### config.mk
export PLATFORM = sky130hd
export DESIGN_NAME = fill_fsm
export DESIGN_NICKNAME = d
export VERILOG_FILES = /design/src/source/cache_pkg.sv /design/src/source/fill_fsm.sv
export VERILOG_INCLUDE_DIRS = /design/src /design/src/source
export SDC_FILE = /design/constraint.sdc
export NUM_CORES = 1
export LEC_CHECK = 0
export ABC_AREA = 1
export CELL_PAD_IN_SITES_DETAIL_PLACEMENT = 0
export CELL_PAD_IN_SITES_GLOBAL_PLACEMENT = 1
export CORE_AREA = 2 2 39 41
export DETAILED_ROUTE_END_ITERATION = 12
export DIE_AREA = 0 0 41 43
export DONT_BUFFER_PORTS = 1
export PLACE_DENSITY = 0.48
export SYNTH_ARGS = -nofsm -noshare
export SYNTH_HDL_FRONTEND = slang
export SYNTH_SLANG_ARGS = --single-unit
### constraint.sdc
create_clock -name clk -period 1.2 [get_ports clk]
set_input_delay 0.24 -clock clk [delete_from_list [all_inputs] [get_ports clk]]
set_output_delay 0.24 -clock clk [all_outputs]
set_load 0.03 [all_outputs]
### src/source/memsys_macros.svh
// word width, block geometry and memory timing shared by RTL and testbench; widths must stay 16/4/4
`ifndef MEMSYS_MACROS_SVH
`define MEMSYS_MACROS_SVH

// data and address buses are the same width
`define WORD_BITS 16

// block geometry, 16 words per block and 16 lines per cache
`define OFFSET_BITS 4
`define INDEX_BITS 4
`define TAG_BITS (`WORD_BITS - `INDEX_BITS - `OFFSET_BITS) // 8 bits left over for the tag

`define BLOCK_WORDS (1 << `OFFSET_BITS) // words in one line
`define CACHE_LINES (1 << `INDEX_BITS) // lines per cache

// main memory
`define MEM_WORDS (1 << `WORD_BITS) // full 64K word space
`define MEM_LATENCY 4 // cycles per word, the timer spans latency + 1

// initial memory image, every word holds its address xor this key
`define MEM_INIT_KEY 16'hA5C3

`endif

### src/source/cache_pkg.sv
// cache side types; address split is tag/index/offset with no byte offset bits
`include "memsys_macros.svh"

package cache_pkg;

	typedef logic [`TAG_BITS-1:0] tag_t; // upper address bits
	typedef logic [`INDEX_BITS-1:0] index_t; // selects a line
	typedef logic [`OFFSET_BITS-1:0] offset_t; // word inside a block

	// word address seen through the cache
	typedef struct packed {
		tag_t tag;
		index_t index;
		offset_t offset;
	} cache_addr_t;

	// per cycle cache operation
	typedef enum logic [1:0] {
		CACHE_READ = 2'b00, // lookup only, drives miss
		CACHE_FILL_WORD = 2'b01, // write one word from memory
		CACHE_FILL_TAG = 2'b10, // write tag and mark line valid
		CACHE_WRITE_WORD = 2'b11 // store into a line that hits
	} cache_op_e;

	// fill engine states
	typedef enum logic [2:0] {
		FS_IDLE = 3'd0,
		FS_FILL = 3'd1, // copying the block word by word
		FS_TAG = 3'd2, // one cycle tag write
		FS_STORE = 3'd3, // write-through of a store
		FS_DONE = 3'd4 // stall drops here
	} fill_state_e;

endpackage

### src/source/fill_fsm.sv
// fill sequencer; expects miss and store already arbitrated for the granted port
`include "memsys_macros.svh"

module fill_fsm
	import cache_pkg::*;
(
	input logic clk,
	input logic rst_n,
	input logic miss, // miss of the granted port
	input logic store, // pending store, only ever for the data port
	input logic word_ready, // one word period elapsed
	input logic last_word, // word 15 is being written
	output fill_state_e state,
	output logic count_start, // reload timer, clear word index
	output logic count_run, // let the timer count
	output logic grant_lock // hold the requester choice
);

	fill_state_e next_state;

	always_ff @(posedge clk) begin
		if (!rst_n) begin
			state <= FS_IDLE;
		end else begin
			state <= next_state;
		end
	end

	always_comb begin
		next_state = state; // default hold
		case (state)
			FS_IDLE: begin
				if (miss) begin
					next_state = FS_FILL; // misses go before stores
				end else if (store) begin
					next_state = FS_STORE; // store that hits
				end
			end
			FS_FILL: begin
				if (last_word) begin
					next_state = FS_TAG;
				end
			end
			FS_TAG: begin
				// write allocate, the store follows its fill
				next_state = store ? FS_STORE : FS_DONE;
			end
			FS_STORE: begin
				if (word_ready) begin
					next_state = FS_DONE; // memory write took a full word period
				end
			end
			default: begin
				next_state = FS_IDLE; // FS_DONE and any stray code
			end
		endcase
	end

	// counter is started on every entry to FS_FILL or FS_STORE
	assign count_start = ((state == FS_IDLE) && (miss || store)) ||
		((state == FS_TAG) && store);

	assign count_run = (state == FS_FILL) || (state == FS_STORE);

	// grant is frozen through FS_DONE so the stall of that port can drop
	assign grant_lock = (state != FS_IDLE);

endmodule

==> results.toml <==
[floorplan]
die-area_sq_um = 1763
die_width_um = 41
ios = 12
die_height_um = 43
core_sq_um = 1384
core.rowCount = 14
start_util = 0.1383

[timing]
final_hold_viol_count = 0
finClkSkew_ns = 0.005381
setup_viol_count_final = 3
relSlewSlack = 0.8724
finalWorstSetupSlack_ns = -0.06905
slew_violations = 0
whs_ns = 0.1418
fmax_ghz = 0.7880
tightest_slew_ns = 0.1903
post-route-min-period_ns = 1.269
rsz0062_at_grt = "true"
period_share = 1.058

[logic_synthesis]
netlist_instances = 32
yosysMostFrequentCell = "nand2_1"
netlist.area_leader.share = 0.3137
yosys-top-cells-count = "7 x nand2_1, 6 x inv_1, 5 x nand3_1"
ys_ff_latch = 3
synth_edf_count = 0
synthArstFlopShare = 0
ys_seq_area_frac = 0.3137
syn-cell-area_sq_um = 191.4
ys.flop_type = "dfxtp_1"
yosysTopAreaCell = "dfxtp_1"
syn_avg_cell_area_sq_um = 5.982
yosysWarnings = 0
syn_nets = 38
synthTopCellsByArea = "dfxtp_1 31%, nand2_1 14%, nand3_1 13%, inv_1 12%, nor2_2 9.8%"
ys_types = 11

[routing]
vias_per_cell = 3.900
drt_iter0_markers = 4
post_drt_wl_per_cell_um = 8.950
drc = 0
vias = 234
antenna_left = 0
wirelength_um = 537
drt_pass1_iterations = 2

[finish]
areaGrowthSynthToFinish_pct = 81.05
top_register = "state"
largest_register_ffs = 3
finalNonFillerCells = 60
reg_top3 = "state (3)"
finish.utilization = 0.2505
antenna_cells = 0
fin_nets = 51
drive_gt1_frac = 0.5000

[global_route]
grt_usage = 0.08124
antenna_found_initial = 0
grt_max_degree = 8
grt_pass1_vias = 256
globalRouteOverflowTotal = 0
grt_pass1_wl_um = 924

[critical_path]
r2r_slack_ns = 0.12
cpMaxStageDelayCell = "dfxtp_4"
critical-path-max-stage-delay_ns = 0.35
r2r_end = "state[1]"
end_kind = "primary output"
path_max_fanout = 4
critPathBufInv = 1
critical_path_class = "register to primary output"
path_cells = "nor2_4, nand3_2, nand2_2, buf_12"
crit_path_start_kind = "register"
arrival_ns = 1.03
rr_worst_depth = 7
reg2reg_from = "state[2]"
crit_family = "flip-flops"
critPathRequiredTime_ns = 0.96

[worst_hold_path]
min_path_cells = 2
hp-class = "primary input to register"
hp-start = "rst_n"
holdPathEnd = "state[1]"

[power]
p_total_uw = 875.2
peakVddDrop_mv = 0.8527
p_per_area_nw_per_um2 = 2525
p_leak_nw = 0.1793

[placement]
post-place-cells = 55
gp_congestion = 0.7024
io_buffers = 0
dp_hpwl_um = 426

[clocking]
cts_sinks = 3
root_buffer = "clkbuf_4"
clk_pin_slew_ns = 0.04
cts_buffers = 3
htreeDepth = 1
clockBufferDepth = 2
cts_tree = "done"
clk_latency_ns = 0.23

[job]
cap_violations = 0

[run_status]
violations = "negative setup slack"
status = "finished with violations"
-- kinds of logic (layout without fill, tap and decap cells) --
kind of cell | count (synthesis) | count (layout) | share of synthesized area
and+or+nand+nor | 19 | 19 | 0.4575
DFF | 3 | 3 | 0.3137
buffers and inverters | 7 | 19 | 0.1372
AOI/OAI and AO/OA | 3 | 3 | 0.09147
-- repair_timing --
item,CTS,global route
pin swaps,1,4
gates cloned,0,0
setup buffers,0,1
hold buffers,0,0
resized for setup,3,4
setup endpoints to repair,2,3
-- cell usage in the layout, fill, tap and decap left out --
master    Yosys  routed
inv_1         6       6
a211oi_1      1       1
inv_2         1       1
clkbuf_4      0       3
o21ai_0       1       1
buf_12        0       1
dfxtp_2       0       2
nand2_1       7       6
buf_4         0       5
dfxtp_4       0       1
nor2_1        3       3
buf_6         0       2
nand3_1       5       3
nor2_4        0       2
nand2_2       1       2
clkbuf_1      0       1
nor2_2        3       1
nand3_2       0       2
a21oi_1       1       1
-- layout make-up --
| class | count | area (sq um) |
|---|---|---|
| fillers | 162 | 1037 |
| multi-input cells | 22 | 127.6 |
| repair buffers | 8 | 80.08 |
| flip-flops and latches | 3 | 66.31 |
| clock buffers | 4 | 26.28 |
| inverters | 7 | 26.28 |
| well taps | 16 | 20.02 |
-- worst reg2reg max path: cells and delay by family, from the launching register on --
family	cells	cell delay, ns
simple gates	5	0.44
flops	1	0.35
buf+inv	1	0.13
compound gates	1	0.06
-- layer usage --
layer	wire length, um	track usage	part of all wire
met5	0	0	0
met4	0	0.08000	0
met3	34	0.02618	0.063
met2	291	0.1219	0.54
met1	211	0.08013	0.39
-- metrics by stage --
stage                     setup WS, ns  TNS (ns)  instance area [sq um]
after floorplan               0.008156         0                  200.2
after global placement          0.1256         0                  285.3
after CTS                     -0.06663   -0.1200                  322.8
final                         -0.06905   -0.1503                  346.6
after global routing           -0.1456   -0.3367                  346.6
after detailed placement        0.1301         0                  285.3
-- power breakdown --
group	switching [mW]	total (mW)	internal [mW]
clock network	0.0505	0.175	0.124
registers	0.0294	0.160	0.130
logic	0.308	0.540	0.233
total	0.388	0.875	0.487
-- how the worst max path moves through the flow --
stage / slack [ns] / cells past startpoint / startpoint / to
2_1_floorplan: 0.008 / 5 / state[2] / state[0]
3_3_place_gp: 0.13 / 4 / state[0] / count_start
3_5_place_dp: 0.13 / 4 / state[2] / count_start
4_1_cts: -0.07 / 4 / state[2] / count_start
5_1_grt: -0.15 / 4 / state[2] / count_start
6_report: -0.07 / 4 / state[2] / count_start
(Power assumes the default switching activity.)
