File: src/source/memsys_macros.svh
// word width, block geometry and memory timing shared by RTL and testbench; widths must stay 16/4/4
`ifndef MEMSYS_MACROS_SVH
`define MEMSYS_MACROS_SVH

// data and address buses are the same width
`define WORD_BITS 16

// block geometry, 16 words per block and 16 lines per cache
`define OFFSET_BITS 4
`define INDEX_BITS 4
`define TAG_BITS (`WORD_BITS - `INDEX_BITS - `OFFSET_BITS) // 8 bits left over for the tag

`define BLOCK_WORDS (1 << `OFFSET_BITS) // words in one line
`define CACHE_LINES (1 << `INDEX_BITS) // lines per cache

// main memory
`define MEM_WORDS (1 << `WORD_BITS) // full 64K word space
`define MEM_LATENCY 4 // cycles per word, the timer spans latency + 1

// initial memory image, every word holds its address xor this key
`define MEM_INIT_KEY 16'hA5C3

`endif

File: src/source/bus_pkg.sv
// processor side bus types; both ports use 16-bit word addresses, no byte enables
`include "memsys_macros.svh"

package bus_pkg;

	typedef logic [`WORD_BITS-1:0] word_t; // one data word
	typedef logic [`WORD_BITS-1:0] addr_t; // word address, not byte address

	// owner of the shared fill engine
	// instruction side wins a tie
	typedef enum logic {
		REQ_IF = 1'b0, // instruction fetch port
		REQ_DM = 1'b1 // data memory port
	} requester_e;

endpackage

File: src/source/cache_pkg.sv
// cache side types; address split is tag/index/offset with no byte offset bits
`include "memsys_macros.svh"

package cache_pkg;

	typedef logic [`TAG_BITS-1:0] tag_t; // upper address bits
	typedef logic [`INDEX_BITS-1:0] index_t; // selects a line
	typedef logic [`OFFSET_BITS-1:0] offset_t; // word inside a block

	// word address seen through the cache
	typedef struct packed {
		tag_t tag;
		index_t index;
		offset_t offset;
	} cache_addr_t;

	// per cycle cache operation
	typedef enum logic [1:0] {
		CACHE_READ = 2'b00, // lookup only, drives miss
		CACHE_FILL_WORD = 2'b01, // write one word from memory
		CACHE_FILL_TAG = 2'b10, // write tag and mark line valid
		CACHE_WRITE_WORD = 2'b11 // store into a line that hits
	} cache_op_e;

	// fill engine states
	typedef enum logic [2:0] {
		FS_IDLE = 3'd0,
		FS_FILL = 3'd1, // copying the block word by word
		FS_TAG = 3'd2, // one cycle tag write
		FS_STORE = 3'd3, // write-through of a store
		FS_DONE = 3'd4 // stall drops here
	} fill_state_e;

endpackage

File: src/source/direct_cache.sv
// direct mapped 16x16 word cache; lookup is combinational, miss only reported for CACHE_READ
`include "memsys_macros.svh"

module direct_cache
	import bus_pkg::*;
	import cache_pkg::*;
(
	input logic clk,
	input logic rst_n,
	input addr_t addr, // word address, offset already steered by the controller
	input cache_op_e op,
	input word_t wdata, // fill word or store word
	output word_t rdata, // zero while missing
	output logic miss
);

	localparam int LINES = `CACHE_LINES;
	localparam int WORDS = `BLOCK_WORDS;

	cache_addr_t fields; // addr split into tag/index/offset
	logic [LINES-1:0] valid; // one bit per line
	tag_t tags [LINES];
	word_t data [LINES][WORDS];
	logic hit;

	assign fields = addr;

	// tag compare on the indexed line
	assign hit = valid[fields.index] && (tags[fields.index] == fields.tag);

	// fill and write ops never report a miss
	assign miss = (op == CACHE_READ) && !hit;

	assign rdata = miss ? '0 : data[fields.index][fields.offset];

	// valid bits are the only state cleared by reset
	always_ff @(posedge clk) begin
		if (!rst_n) begin
			valid <= '0;
		end else begin
			case (op)
				CACHE_FILL_WORD: valid[fields.index] <= 1'b0; // line is half old, half new
				CACHE_FILL_TAG: valid[fields.index] <= 1'b1; // block complete
				default: ;
			endcase
		end
	end

	// tag and data arrays
	always_ff @(posedge clk) begin
		case (op)
			CACHE_FILL_WORD: begin
				data[fields.index][fields.offset] <= wdata; // word from main memory
			end
			CACHE_FILL_TAG: begin
				tags[fields.index] <= fields.tag;
			end
			CACHE_WRITE_WORD: begin
				// store only lands in a resident block
				if (hit) begin
					data[fields.index][fields.offset] <= wdata;
				end
			end
			default: ; // plain lookup
		endcase
	end

endmodule

File: config.mk
export PLATFORM = sky130hd
export DESIGN_NAME = direct_cache
export DESIGN_NICKNAME = d
export VERILOG_FILES = /design/src/source/bus_pkg.sv /design/src/source/cache_pkg.sv /design/src/source/direct_cache.sv
export VERILOG_INCLUDE_DIRS = /design/src /design/src/source
export SDC_FILE = /design/constraint.sdc
export NUM_CORES = 2
export LEC_CHECK = 0
export BUFFER_PORTS_ARGS = -buffer_cell sky130_fd_sc_hd__buf_2
export CORE_MARGIN = 2
export CORE_UTILIZATION = 35
export CTS_CLUSTER_SIZE = 12
export DETAILED_ROUTE_END_ITERATION = 12
export PLACE_DENSITY = 0.57
export SETUP_SLACK_MARGIN = 0.05
export SLEW_MARGIN = 20
export SYNTH_ARGS = -nofsm -noshare
export SYNTH_HDL_FRONTEND = slang
export SYNTH_MEMORY_MAX_BITS = 65536
export SYNTH_SLANG_ARGS = --single-unit
File: constraint.sdc
create_clock -name clk -period 7.8 [get_ports clk]
set_input_delay 0.78 -clock clk [delete_from_list [all_inputs] [get_ports clk]]
set_output_delay 0.78 -clock clk [all_outputs]
set_load 0.01 [all_outputs]
==> reports/metrics.csv <==
metric,value,unit
status,"finished, final reports clean",
"Worst Path Class, Setup",primary input to output pin,
largest net degree at the start of global routing,161,
Post-Syn Area per Cell,22.6,um^2
"Reg clk slew, reported paths",0.06,ns
pwr/cell area,251,nW/um^2
total negative slack,0,ns
final wirelength,489,mm
1st-pass router iterations,6,
Die W,691,um
Ys Warns,0,
worst min path class,primary input to register,
overall routing resource usage,19.9,%
crit end category,output pin,
vias after detailed routing,81600,
Post-synth EDFFs,4224,
ratio of cells with drive above 1 in the final layout,28.6,%
Peak Freq,0.142,GHz
Post-Syn Area,165000,um^2
gpl congestion,0.888,
H-tree Lvls,5,
DRC viols,0,
"commonest non-fill, non-tap cells in the layout","edfxtp_1, mux4_2, clkbuf_16",
Slew @ Worst Pin,1.30,ns
clock skew,0.0942,ns
"most common cell after layout, fill and taps aside",edfxtp_1,
Max-Cap Viols,0,
ys flop type,edfxtp_1,
CTS root buf,clkbuf_16,
port bufs,52,
placed insts,13400,
Post-Place Setup Slack,1.20,ns
RR Startpoint,tags[3][2],
Die H,691,um
met1 usage,28.3,%
placed wire-length estimate,294,mm
core area,470000,um^2
drt via density,5.78,
Critical Path AT,6.28,ns
Synth Net Count,7360,
crit start category,primary input,
first-pass GRT wire length,672,mm
fillers,41000,
"Distinct cells, synth",74,
worst hold slack,0.216,ns
GRT overflow,0,
Peak VDD IR,0.208,mV
grt met3 use,4.18,%
Post-Layout Cell Count,14100,
num rows,252,
met2 Use GR,31.3,%
worst skew pair latency,1.02,ns
Final min period,7.06,ns
# resized after CTS,0,
Tcrit/Tclk final,90.5,%
Leakage,56.2,nW
register bit count reported by yosys,4240,
post-synthesis cell count,7320,
vias in the first global route,79700,
crit-path max FO,51,
Slew Limit Headroom,12.9,%
initial antenna violation count,41,
Initial Util,35.1,%
WP data required,7.02,ns
routed length per instance,34.6,um
Final Max Tran Viols,0,
postcts setup bufs,0,
hold_buf cts,0,
GRT busiest layer,met2,
# IOs,53,
final net count,7620,
CTS sink cnt,4240,
HP Start,rst_n,
Final WS setup,0.738,ns
Final ANT Viol Nets,0,
starting DRC count in detailed routing,12900,
sequential fraction of the synthesis area,77.0,%
Tot Pwr,0.0473,W
Fin. Hold Viols,0,
total die area,477000,um^2
crit path from,addr[7],
setup violators final,0,
CTS buffer count,437,
RSZ-0062 raised after global routing,false,
clk buf depth,4,
Post-synth ARST share,0,%
area delta synth->final,14.0,%
CTS tree,built,
[per-stage QoR]
stage	instance area [um^2]	util, %
final	188000	40.0
after CTS	187000	39.8
after global routing	188000	40.0
after floorplan	165000	-
after global placement	173000	36.9
after detailed placement	174000	37.0
[layout make-up]
cell class	instances	area, um^2	area share (%)
diodes	10	25.0	0.0133
clock buffers	552	11400	6.07
clock inverters	190	1610	0.854
inverters	5	37.5	0.0199
multi-input cells	2608	37400	19.9
flip-flops and latches	4240	127000	67.6
well taps	6223	7790	4.14
repair buffers	288	2770	1.47
[report_power, final]
group	switching (W)	leakage (nW)	internal, W
clock network	0.00867	6.32	0.0109
registers	0.00000769	38.1	0.0251
logic	0.00182	11.8	0.000803
total	0.0105	56.2	0.0368
[critical path, cell delays in order]
cell       delay, ns
buf_8           0.20
buf_4           0.44
nor2b_4         0.19
buf_4           0.68
buf_4           0.52
a22oi_1         0.13
a21oi_1         0.47
nor4_1          0.20
o22ai_1         0.77
buf_4           0.27
a2bb2oi_1       1.02
buf_2           0.32
[registers in the layout (all words and copies together), names as in the netlist, named ones only]
signal / count
data: 4096
tags: 128
[cell usage after synthesis, types with 6 or more instances]
master | instances | area, um^2
nor4_1 | 20 | 125
buf_8 | 9 | 135
mux4_1 | 17 | 447
nand2b_1 | 10 | 62.6
a22oi_1 | 206 | 1550
nand3_1 | 31 | 155
dfxtp_1 | 16 | 320
mux2_2 | 13 | 146
mux2i_1 | 176 | 1760
buf_6 | 107 | 1200
nand2_1 | 321 | 1200
a221oi_1 | 22 | 193
clkbuf_1 | 140 | 526
buf_2 | 125 | 626
buf_12 | 6 | 120
a21oi_1 | 303 | 1520
a22o_1 | 9 | 78.8
and3_1 | 11 | 68.8
and2_1 | 14 | 87.6
o22ai_1 | 37 | 231
a211oi_1 | 15 | 113
buf_4 | 68 | 510
a31oi_1 | 7 | 43.8
xor2_1 | 6 | 52.6
nor3_1 | 33 | 165
a32oi_1 | 25 | 219
buf_1 | 8 | 30.0
a21oi_2 | 30 | 263
nand4_1 | 17 | 106
edfxtp_1 | 4224 | 127000
mux4_2 | 1111 | 25000
nor2_1 | 59 | 221
nor2b_1 | 27 | 169
o21ai_0 | 21 | 105
[per-layer routing]
metal,wire length [um],up-vias,share of wire (%)
li1,-,31700,-
met1,194000,44500,40
met2,229000,4580,47
met3,50300,706,10
met4,15400,20,3.1
met5,124,-,0.025
[worst paths after layout]
path / to / slack (ns) / cells after the start
min: register / 0.22 / 2
max reg2reg: data[15][60] / 3.44 / 8
max: rdata[10] / 0.74 / 12
min reg2reg: register / 0.52 / 2
[cells by family after synthesis]
logic type	share of synthesized area (%)
DFF	77.0
adders and majority gates	0.0303
AOI/OAI and AO/OA	2.75
muxes	16.6
and+or+nand+nor	1.64
xor gates and xnor gates	0.0424
buffers and inverters	1.95
No activity file was read; power rests on OpenSTA's default activity.
