$ cat config.mk
export PLATFORM = sky130hd
export DESIGN_NAME = fill_counter
export DESIGN_NICKNAME = d
export VERILOG_FILES = /design/src/source/cache_pkg.sv /design/src/source/fill_counter.sv
export VERILOG_INCLUDE_DIRS = /design/src /design/src/source
export SDC_FILE = /design/constraint.sdc
export NUM_CORES = 1
export LEC_CHECK = 0
export BUFFER_PORTS_ARGS = -buffer_cell sky130_fd_sc_hd__buf_2
export CORE_AREA = 2 2 39 41
export DETAILED_ROUTE_END_ITERATION = 10
export DIE_AREA = 0 0 41 43
export SLEW_MARGIN = 20
export SYNTH_ARGS = -nofsm -noshare
export SYNTH_HDL_FRONTEND = slang
export SYNTH_SLANG_ARGS = --single-unit
$ cat constraint.sdc
create_clock -name clk -period 2 [get_ports clk]
set_input_delay 0.1 -clock clk [delete_from_list [all_inputs] [get_ports clk]]
set_output_delay 0.1 -clock clk [all_outputs]
set_load 0.01 [all_outputs]
$ cat src/source/memsys_macros.svh
// word width, block geometry and memory timing shared by RTL and testbench; widths must stay 16/4/4
`ifndef MEMSYS_MACROS_SVH
`define MEMSYS_MACROS_SVH

// data and address buses are the same width
`define WORD_BITS 16

// block geometry, 16 words per block and 16 lines per cache
`define OFFSET_BITS 4
`define INDEX_BITS 4
`define TAG_BITS (`WORD_BITS - `INDEX_BITS - `OFFSET_BITS) // 8 bits left over for the tag

`define BLOCK_WORDS (1 << `OFFSET_BITS) // words in one line
`define CACHE_LINES (1 << `INDEX_BITS) // lines per cache

// main memory
`define MEM_WORDS (1 << `WORD_BITS) // full 64K word space
`define MEM_LATENCY 4 // cycles per word, the timer spans latency + 1

// initial memory image, every word holds its address xor this key
`define MEM_INIT_KEY 16'hA5C3

`endif

$ cat src/source/cache_pkg.sv
// cache side types; address split is tag/index/offset with no byte offset bits
`include "memsys_macros.svh"

package cache_pkg;

	typedef logic [`TAG_BITS-1:0] tag_t; // upper address bits
	typedef logic [`INDEX_BITS-1:0] index_t; // selects a line
	typedef logic [`OFFSET_BITS-1:0] offset_t; // word inside a block

	// word address seen through the cache
	typedef struct packed {
		tag_t tag;
		index_t index;
		offset_t offset;
	} cache_addr_t;

	// per cycle cache operation
	typedef enum logic [1:0] {
		CACHE_READ = 2'b00, // lookup only, drives miss
		CACHE_FILL_WORD = 2'b01, // write one word from memory
		CACHE_FILL_TAG = 2'b10, // write tag and mark line valid
		CACHE_WRITE_WORD = 2'b11 // store into a line that hits
	} cache_op_e;

	// fill engine states
	typedef enum logic [2:0] {
		FS_IDLE = 3'd0,
		FS_FILL = 3'd1, // copying the block word by word
		FS_TAG = 3'd2, // one cycle tag write
		FS_STORE = 3'd3, // write-through of a store
		FS_DONE = 3'd4 // stall drops here
	} fill_state_e;

endpackage

$ cat src/source/fill_counter.sv
// word index and latency timer; one word every MEM_LATENCY + 1 cycles, start wins over run
`include "memsys_macros.svh"

module fill_counter
	import cache_pkg::*;
(
	input logic clk,
	input logic rst_n,
	input logic start, // load timer, word index back to 0
	input logic run, // count while high
	output offset_t word_idx,
	output logic word_ready, // single cycle pulse per word
	output logic last_word // high with the pulse of word 15
);

	localparam int TIMER_BITS = $clog2(`MEM_LATENCY + 1);
	localparam logic [TIMER_BITS-1:0] TIMER_LOAD = TIMER_BITS'(`MEM_LATENCY);

	logic [TIMER_BITS-1:0] timer; // counts down to zero

	assign word_ready = run && (timer == '0);
	assign last_word = word_ready && (word_idx == '1);

	always_ff @(posedge clk) begin
		if (!rst_n) begin
			timer <= TIMER_LOAD; // idle
			word_idx <= '0;
		end else if (start) begin
			timer <= TIMER_LOAD;
			word_idx <= '0;
		end else if (run) begin
			if (timer == '0) begin
				timer <= TIMER_LOAD; // next word period
				word_idx <= word_idx + 1'b1; // wraps after word 15
			end else begin
				timer <= timer - 1'b1;
			end
		end
	end

endmodule

==> results of run 1 <==
==> critical path: stages, from the launching register on <==
cell	delay, ns
dfxtp_1	0.32
or4b_1	0.64
nor3_1	0.22
buf_2	0.16
==> registers in the layout (all words and copies together), names as in the netlist <==
signal	cells
word_idx	4
timer	3
==> per-layer routing <==
layer,part of all wire [%],GRT usage [%],up-vias
li1,-,-,151
met1,48,12.01,125
met2,45,10.00,9
met3,5.9,1.571,0
met4,0,14.00,0
met5,0,0,-
==> power groups by stage <==
stage	logic, mW	registers [mW]	clock network (mW)
after global routing	0.0234	0.146	0.140
after CTS	0.0209	0.146	0.138
after detailed placement	0.0208	0.149	0
final	0.0207	0.146	0.130
after global placement	0.0205	0.149	0
after floorplan	0.0142	0.148	0
==> worst paths after layout <==
path                     from           to  depth (start not counted)
hold / removal          start     timer[2]                          3
hold reg to reg   word_idx[3]  word_idx[3]                          2
setup reg to reg     timer[0]  word_idx[3]                          3
setup / recovery     timer[0]    last_word                          3
==> area by class of cell <==
class,instances,area (µm²),area share (%)
multi-input cells,27,163.9,40.68
inverters,2,7.507,1.863
flip-flops and latches,7,140.1,34.78
clock buffers,4,26.28,6.522
repair buffers,9,45.04,11.18
well taps,16,20.02,4.969
==> kinds of logic (layout without fill, tap and decap cells) <==
logic type / count (synthesis) / after routing / share of synthesized area [%]
AO/OA/AOI/OAI: 9 / 9 / 15.02
XOR/XNOR: 1 / 1 / 2.767
adder cells (fa/ha/maj): 1 / 1 / 3.952
buffers and inverters: 3 / 15 / 3.952
flip-flops: 7 / 7 / 44.27
AND/OR/NAND/NOR: 16 / 16 / 30.04
==> placed cells by master, fill, tap and decap left out, drive strengths merged <==
| cell type | n |
|---|---|
| o21ai | 3 |
| and4bb | 1 |
| nor2b | 1 |
| or3 | 2 |
| clkbuf | 4 |
| nor2 | 2 |
| dfxtp | 7 |
| buf | 9 |
| or2b | 1 |
| ha | 1 |
| nand2 | 3 |
| or4b | 1 |
| a21oi | 5 |
| nand3 | 2 |
| inv | 2 |
| nor3 | 1 |
| nand2b | 2 |
| o21bai | 1 |
| xnor2 | 1 |
==> Yosys cell counts (all sizes together) <==
library cell / number
nor3: 1
a21oi: 5
nand2: 3
nor2b: 1
o21bai: 1
inv: 2
dfxtp: 7
nand3: 2
nand2b: 2
or4b: 1
and4bb: 1
o21ai: 3
or2b: 1
nor2: 2
or3: 2
xnor2: 1
ha: 1
clkbuf: 1
==> per-stage QoR <==
stage | utilization, % | total power [mW] | hold slack (ns) | setup WS, ns
global route | 29.11 | 0.3099 | 0.08405 | 0.1968
floorplan | - | 0.1624 | 0.2143 | 0.5273
detailed placement | 27.22 | 0.1696 | 0.3326 | 0.4727
CTS | 29.11 | 0.3043 | 0.06240 | 0.2742
finish | 29.11 | 0.2971 | 0.07090 | 0.3081
global placement | 27.22 | 0.1692 | 0.3300 | 0.4815
==> run metrics, run 1 <==
Detailed Routing Iterations Pass 1 4; die area 1763 µm²; setup repair after global routing missed its margin false; Layout Skew 0.004136 ns; Max Cap Viol 0; Yosys top cell by area dfxtp_1; Final Critical Period 1.692 ns; Post-Syn Nets 42; Logic pwr share 7.0%; R2R Setup Slk 0.45 ns; Std-Cell Core Area 1384 µm²; Post-Layout Cell Count 65; Yosys cell types 18; outcome completed; Worst-Margin Slew 0.2412 ns; Design Area, Final 402.9 µm²; final WL 644 µm; routed vias/inst 4.385; Initial Utilization 22.88%; Mapped Area 316.6 µm²; worst vdd ir 0.0002375 V; final-report hold violation count 0; routed length per instance 9.908 µm; Max H-tree Level 1; CTS Buffer Depth 2; placed insts 61; Cell Int Power 229.7 µW; largest cells by area after synthesis dfxtp_1 (44%), a21oi_1 (7.9%), o21ai_0 (4.7%); post-route clock period utilization 84.59%; clk slew on worst S/H paths 0.06 ns; synth warn 0; Final ANT Viol Nets 0; CTS buffer count 3; PortBufs 9; initial antenna violation count 0; grt ovf 0; PD cells 737.4 nW/µm²; Worst setup SP type register; I/O pins 10; # hold bufs at CTS 0; Slew headroom 83.92%; FF+latch count, synth 7; Die W 41 µm; kind of critical path reg2out; part of the power in registers 49.1%; P_leak 0.1693 nW; row cnt 14; placed wire-length estimate 472.2 µm; Arr. time, crit path 1.59 ns; Final Max Slew Viols 0; proportion of power drawn by the clock network 43.9%; first-pass GRT wire length 1.014 mm; post-CTS setup buffer count 0; final setup fails 0; number of global-route vias before repair 262; Worst Setup End Kind output port; DR vias 285; worst-path maximum fanout 8; Layout area overhead 27.27%; DRC 0; n_diodes 0; pin count of the biggest net entering global routing 9; GPL Wtd Cong 0.7692; Req. time, crit path 1.90 ns; sequential fraction of the synthesis area 44.27%; Root Buffer clkbuf_4; Post-DP Area 376.6 µm²; switching share of power 22.69%; initial detailed-routing violation count 6; net switching power 67.40 µW; filler instances 155; cts repair resizes 0; total negative slack 0 ns; share of cells above drive strength 1 26.53%; Die Y 43 µm; Avg Inst Size Synth 8.556 µm²; CTS tree done; Synth top area share 44.27%; TritonCTS Sinks 7; Tot GR Track Use 9.366%; clock latency on the worst-skew pair 0.25 ns; fmax 591.1 MHz; cells after synthesis 37; layout net count 55; Hold Path Class in2reg
Note: power is estimated with default switching activity, not from simulation.
==> run 2, diff against run 1 <==
==> constraint.sdc (replaced) <==
create_clock -name clk -period 1.6 [get_ports clk]
set_input_delay 0.08 -clock clk [delete_from_list [all_inputs] [get_ports clk]]
set_output_delay 0.08 -clock clk [all_outputs]
set_load 0.01 [all_outputs]
==> run 2 against run 1 <==
  * Total power is 25% higher
  * Worst hold slack worse by 0.020 ns
  * Setup slack worse by 0.22 ns
  * Register-to-register slack worse by 0.33 ns
  * Utilization is 0.63 points higher
  * Sequential power is 25% higher
  * Critical endpoint is now word_ready
  * Largest cell class unchanged
  * Highest routed layer unchanged
==> run metrics, run 2 (synthesis results as in run 1) <==
outcome completed; fin util 29.75%; Worst setup SP type register; Top Registers word_idx: 4 flops, timer: 3 flops; Final ANT Viol Nets 0; DRC 0; post-route clock period utilization 94.64%; Slew headroom 83.93%; Req. time, crit path 1.52 ns; max FFs per register 4; met1 WL 318 µm; Setup WS post-layout 0.08573 ns; initial antenna violation count 0; Seq. cell area 140.1 µm²; Worst-Margin Slew 0.2410 ns; DR WL met2 295 µm; placed wire-length estimate 472.2 µm; fmax 660.4 MHz; routed vias/inst 4.400; first-pass GRT wire length 1.041 mm; Post-Place Worst Slack 0.07265 ns; wire length on met3 39 µm; layout net count 55; most common cell after layout, fill and taps aside buf_2; share of cells above drive strength 1 30.61%; DR vias 286; clk slew on worst S/H paths 0.06 ns; grt ovf 0; routed length per instance 10.03 µm; Std-Cell Core Area 1384 µm²; Detailed Routing Iterations Pass 1 4; Reg with most FFs word_idx; PortBufs 9; Layout Skew 0.004007 ns; initial detailed-routing violation count 7; pin count of the biggest net entering global routing 9; TritonCTS Sinks 7; kind of critical path reg2out; worst-path maximum fanout 8; number of global-route vias before repair 272; row cnt 14; # hold bufs at CTS 0; Design Area, Final 411.6 µm²; CTS buffer count 3; P_leak 0.1710 nW; Max Cap Viol 0; PD cells 905.1 nW/µm²; post-CTS setup buffer count 0; Tot GR Track Use 9.567%; setup repair after global routing missed its margin false; GPL Wtd Cong 0.7692; n_diodes 0; worst vdd ir 0.0002969 V; die area 1763 µm²; Hold Path Class in2reg; Final Max Slew Viols 0; CTS tree done; Die W 41 µm; CTS Buffer Depth 2; worst r2r src timer[0]; Arr. time, crit path 1.43 ns; Final Critical Period 1.514 ns; area taken by multi-input logic gates 172.7 µm²; Initial Utilization 22.88%; final WL 652 µm; total negative slack 0 ns; top sig layer met3; filler instances 155; Critical Path Start timer[0]; final-report hold violation count 0; Layout area overhead 30.04%; final setup fails 0; Max H-tree Level 1; Die Y 43 µm; Worst Setup End Kind output port; I/O pins 10; HP Start start; most frequent cells in the layout buf_2 (9), dfxtp_1 (7), a21oi_1 (5); Post-DP Area 376.6 µm²; clock latency on the worst-skew pair 0.25 ns; Root Buffer clkbuf_4
[run 2: worst paths after layout]
path / endpoint / slack, ns / cells past startpoint
worst min-delay path: timer[2] / 0.05 / 3
worst max-delay path: word_ready / 0.09 / 3
worst max register to register: word_idx[3] / 0.12 / 3
worst min register to register: word_idx[3] / 0.50 / 2
[run 2: per-stage QoR]
stage	total power [mW]	cells	hold WS [ns]
after floorplan	0.2030	37	0.1943
after global placement	0.2114	61	0.3100
after detailed placement	0.2120	61	0.3126
after CTS	0.3815	65	0.04240
after global routing	0.3887	65	0.06405
final	0.3726	65	0.05105
[run 2: critical path, cell delays in order (launching register included)]
cell and delay (ns):
dfxtp_1 0.33, or4b_4 0.59, inv_1 0.13, buf_2 0.14
[run 2: final cells by class]
| type | instances | share of cell area [%] |
|---|---|---|
| inverters | 2 | 1.824 |
| repair buffers | 9 | 10.94 |
| well taps | 16 | 4.863 |
| multi-input cells | 27 | 41.95 |
| clock buffers | 4 | 6.383 |
| flip-flops and latches | 7 | 34.04 |
[run 2: repair_timing]
action | CTS | global route
gates cloned | 0 | 0
gates resized for setup | 2 | 0
pin swaps | 0 | 2
setup endpoints to repair | 2 | 1
[run 2: report_power, final]
group | internal [mW] | switching [mW]
combinational | 0.0138 | 0.0130
sequential | 0.179 | 0.00405
clock | 0.0953 | 0.0676
[run 2: layer usage]
metal  vias up  track usage (%)
met3         0            1.571
li1        150                -
met2         9            10.31
met4         0            14.00
met5         -                0
met1       127            12.34
==> run 3, diff against run 2 <==
--- a/config.mk
+++ b/config.mk
@@ -6,7 +6,7 @@
 export SDC_FILE = /design/constraint.sdc
 export NUM_CORES = 1
 export LEC_CHECK = 0
-export BUFFER_PORTS_ARGS = -buffer_cell sky130_fd_sc_hd__buf_2
+export BUFFER_PORTS_ARGS = -buffer_cell sky130_fd_sc_hd__buf_4
 export CORE_AREA = 2 2 39 41
 export DETAILED_ROUTE_END_ITERATION = 10
 export DIE_AREA = 0 0 41 43
==> run 3 against run 2 <==
  * Sequential share of layout area shrank 1.8 points
  * Critical path depth stayed put
  * Total power decreased by 0.26%
  * Cell count unchanged
  * First-iteration DRC count shrank 29%
  * Cell area increased by 5.5%
  * Highest routed layer unchanged
  * Worst hold slack improved by 0.0016 ns
  * Global-route usage down 1.1 points
  * Non-clock buffer count stayed put
  * Wire length is 6.9% lower
==> run metrics, run 3 (synthesis results as in run 1) <==
top sig layer met3; PortBufs 9; clk slew on worst S/H paths 0.05 ns; total negative slack 0 ns; Root Buffer clkbuf_4; Final Max Slew Viols 0; worst vdd ir 0.0002939 V; P_leak 0.1729 nW; WHS Path Cells 3; row cnt 14; I/O pins 10; routed length per instance 9.338 µm; fin util 31.37%; initial detailed-routing violation count 5; R2R Setup Slk 0.13 ns; worst-path maximum fanout 8; Final Critical Period 1.502 ns; layout net count 55; buffers plus inverters on the worst setup path 1; routed vias/inst 4.354; Hold Path Class in2reg; placed insts 61; most frequent cells in the layout buf_4 (9), dfxtp_1 (7), a21oi_1 (5); Max H-tree Level 1; final WL 607 µm; Die W 41 µm; Final ANT Viol Nets 0; Top Registers word_idx: 4 flops, timer: 3 flops; Tot Pwr 371.6 µW; clock latency on the worst-skew pair 0.25 ns; GPL Wtd Cong 0.7310; Reg with most FFs word_idx; fmax 665.9 MHz; pin count of the biggest net entering global routing 9; final setup fails 0; TritonCTS Sinks 7; CTS buffer count 3; CP Cell Sequence or4b_4, nor3_2, buf_4; kind of critical path reg2out; Worst-Margin Slew 0.2446 ns; initial antenna violation count 0; grt ovf 0; DR vias 283; max FFs per register 4; n_diodes 0; cells on worst reg2reg path 3; Initial Utilization 22.88%; Slew headroom 83.69%; outcome completed; CTS tree done; Worst Setup End Kind output port; Die Y 43 µm; DRC 0; slowest CP cell or4b_4; placed wire-length estimate 453.6 µm; most common cell after layout, fill and taps aside buf_4; Req. time, crit path 1.52 ns; Tot GR Track Use 8.451%; Fin Hold WS 0.05261 ns; Detailed Routing Iterations Pass 1 4; Layout area overhead 37.15%; Layout Skew 0.002587 ns; hold worst-path end timer[2]; max incr delay on CP 0.59 ns; Top delay family on crit path simple AND/OR/NAND/NOR gates; post-route clock period utilization 93.85%; Max Cap Viol 0; die area 1763 µm²; number of global-route vias before repair 247; worst r2r src timer[0]; Arr. time, crit path 1.42 ns; Worst setup SP type register; share of cells above drive strength 1 30.61%; reg-to-reg endpoint word_idx[3]; wire length on met3 26 µm; first-pass GRT wire length 1.000 mm; final-report hold violation count 0; setup repair after global routing missed its margin false; Std-Cell Core Area 1384 µm²; CTS Buffer Depth 2; PD cells 855.8 nW/µm²; DR WL met2 256 µm; Worst path depth 3; Post-Layout Cell Count 65; met1 WL 325 µm; HP Start start
==> run 3: layout make-up <==
| type | count | area (µm²) |
|---|---|---|
| inverters | 2 | 7.507 |
| well taps | 16 | 20.02 |
| flip-flops and latches | 7 | 140.1 |
| multi-input cells | 27 | 172.7 |
| repair buffers | 9 | 67.56 |
| fillers | 148 | 949.7 |
| clock buffers | 4 | 26.28 |
==> run 3: worst max-delay path by stage <==
stage	startpoint	end	slack, ns
5_1_grt	timer[0]	last_word	0.04
4_1_cts	timer[1]	last_word	0.03
6_report	timer[0]	last_word	0.1
2_1_floorplan	timer[1]	word_idx[3]	0.13
3_5_place_dp	timer[1]	word_idx[3]	0.06
3_3_place_gp	timer[1]	word_idx[3]	0.08
==> run 3: tightest hold or removal path: stages <==
cell,delay [ns]
buf_4,0.08
nor2b_1,0.04
nand3_1,0.06
==> run 3: through the flow <==
| stage | worst slack, ns | instance area, µm² |
|---|---|---|
| final | 0.09836 | 434.2 |
| after global routing | 0.03964 | 434.2 |
| after detailed placement | 0.06278 | 399.1 |
| after CTS | 0.03089 | 434.2 |
| after global placement | 0.08209 | 399.1 |
| after floorplan | 0.1273 | 316.6 |
==> run 3: timing repair <==
action | CTS | global route
cloned | 0 | 0
endpoints found under the setup margin | 1 | 1
gates resized for setup | 2 | 0
pin swaps | 0 | 2
setup buffers | 0 | 0
hold buffers | 0 | 0
==> run 3: layer usage <==
layer	GRT usage [%]	up-vias
met5	0	-
met4	8.000	0
met3	1.571	0
met2	8.438	9
met1	13.59	120
li1	-	154
==> run 3: where the power goes <==
part	switching (mW)	total (mW)	internal [mW]	leakage [nW]
clock network	0.0642	0.159	0.0951	0.0150
registers	0.00415	0.183	0.179	0.0568
logic	0.0129	0.0294	0.0164	0.101
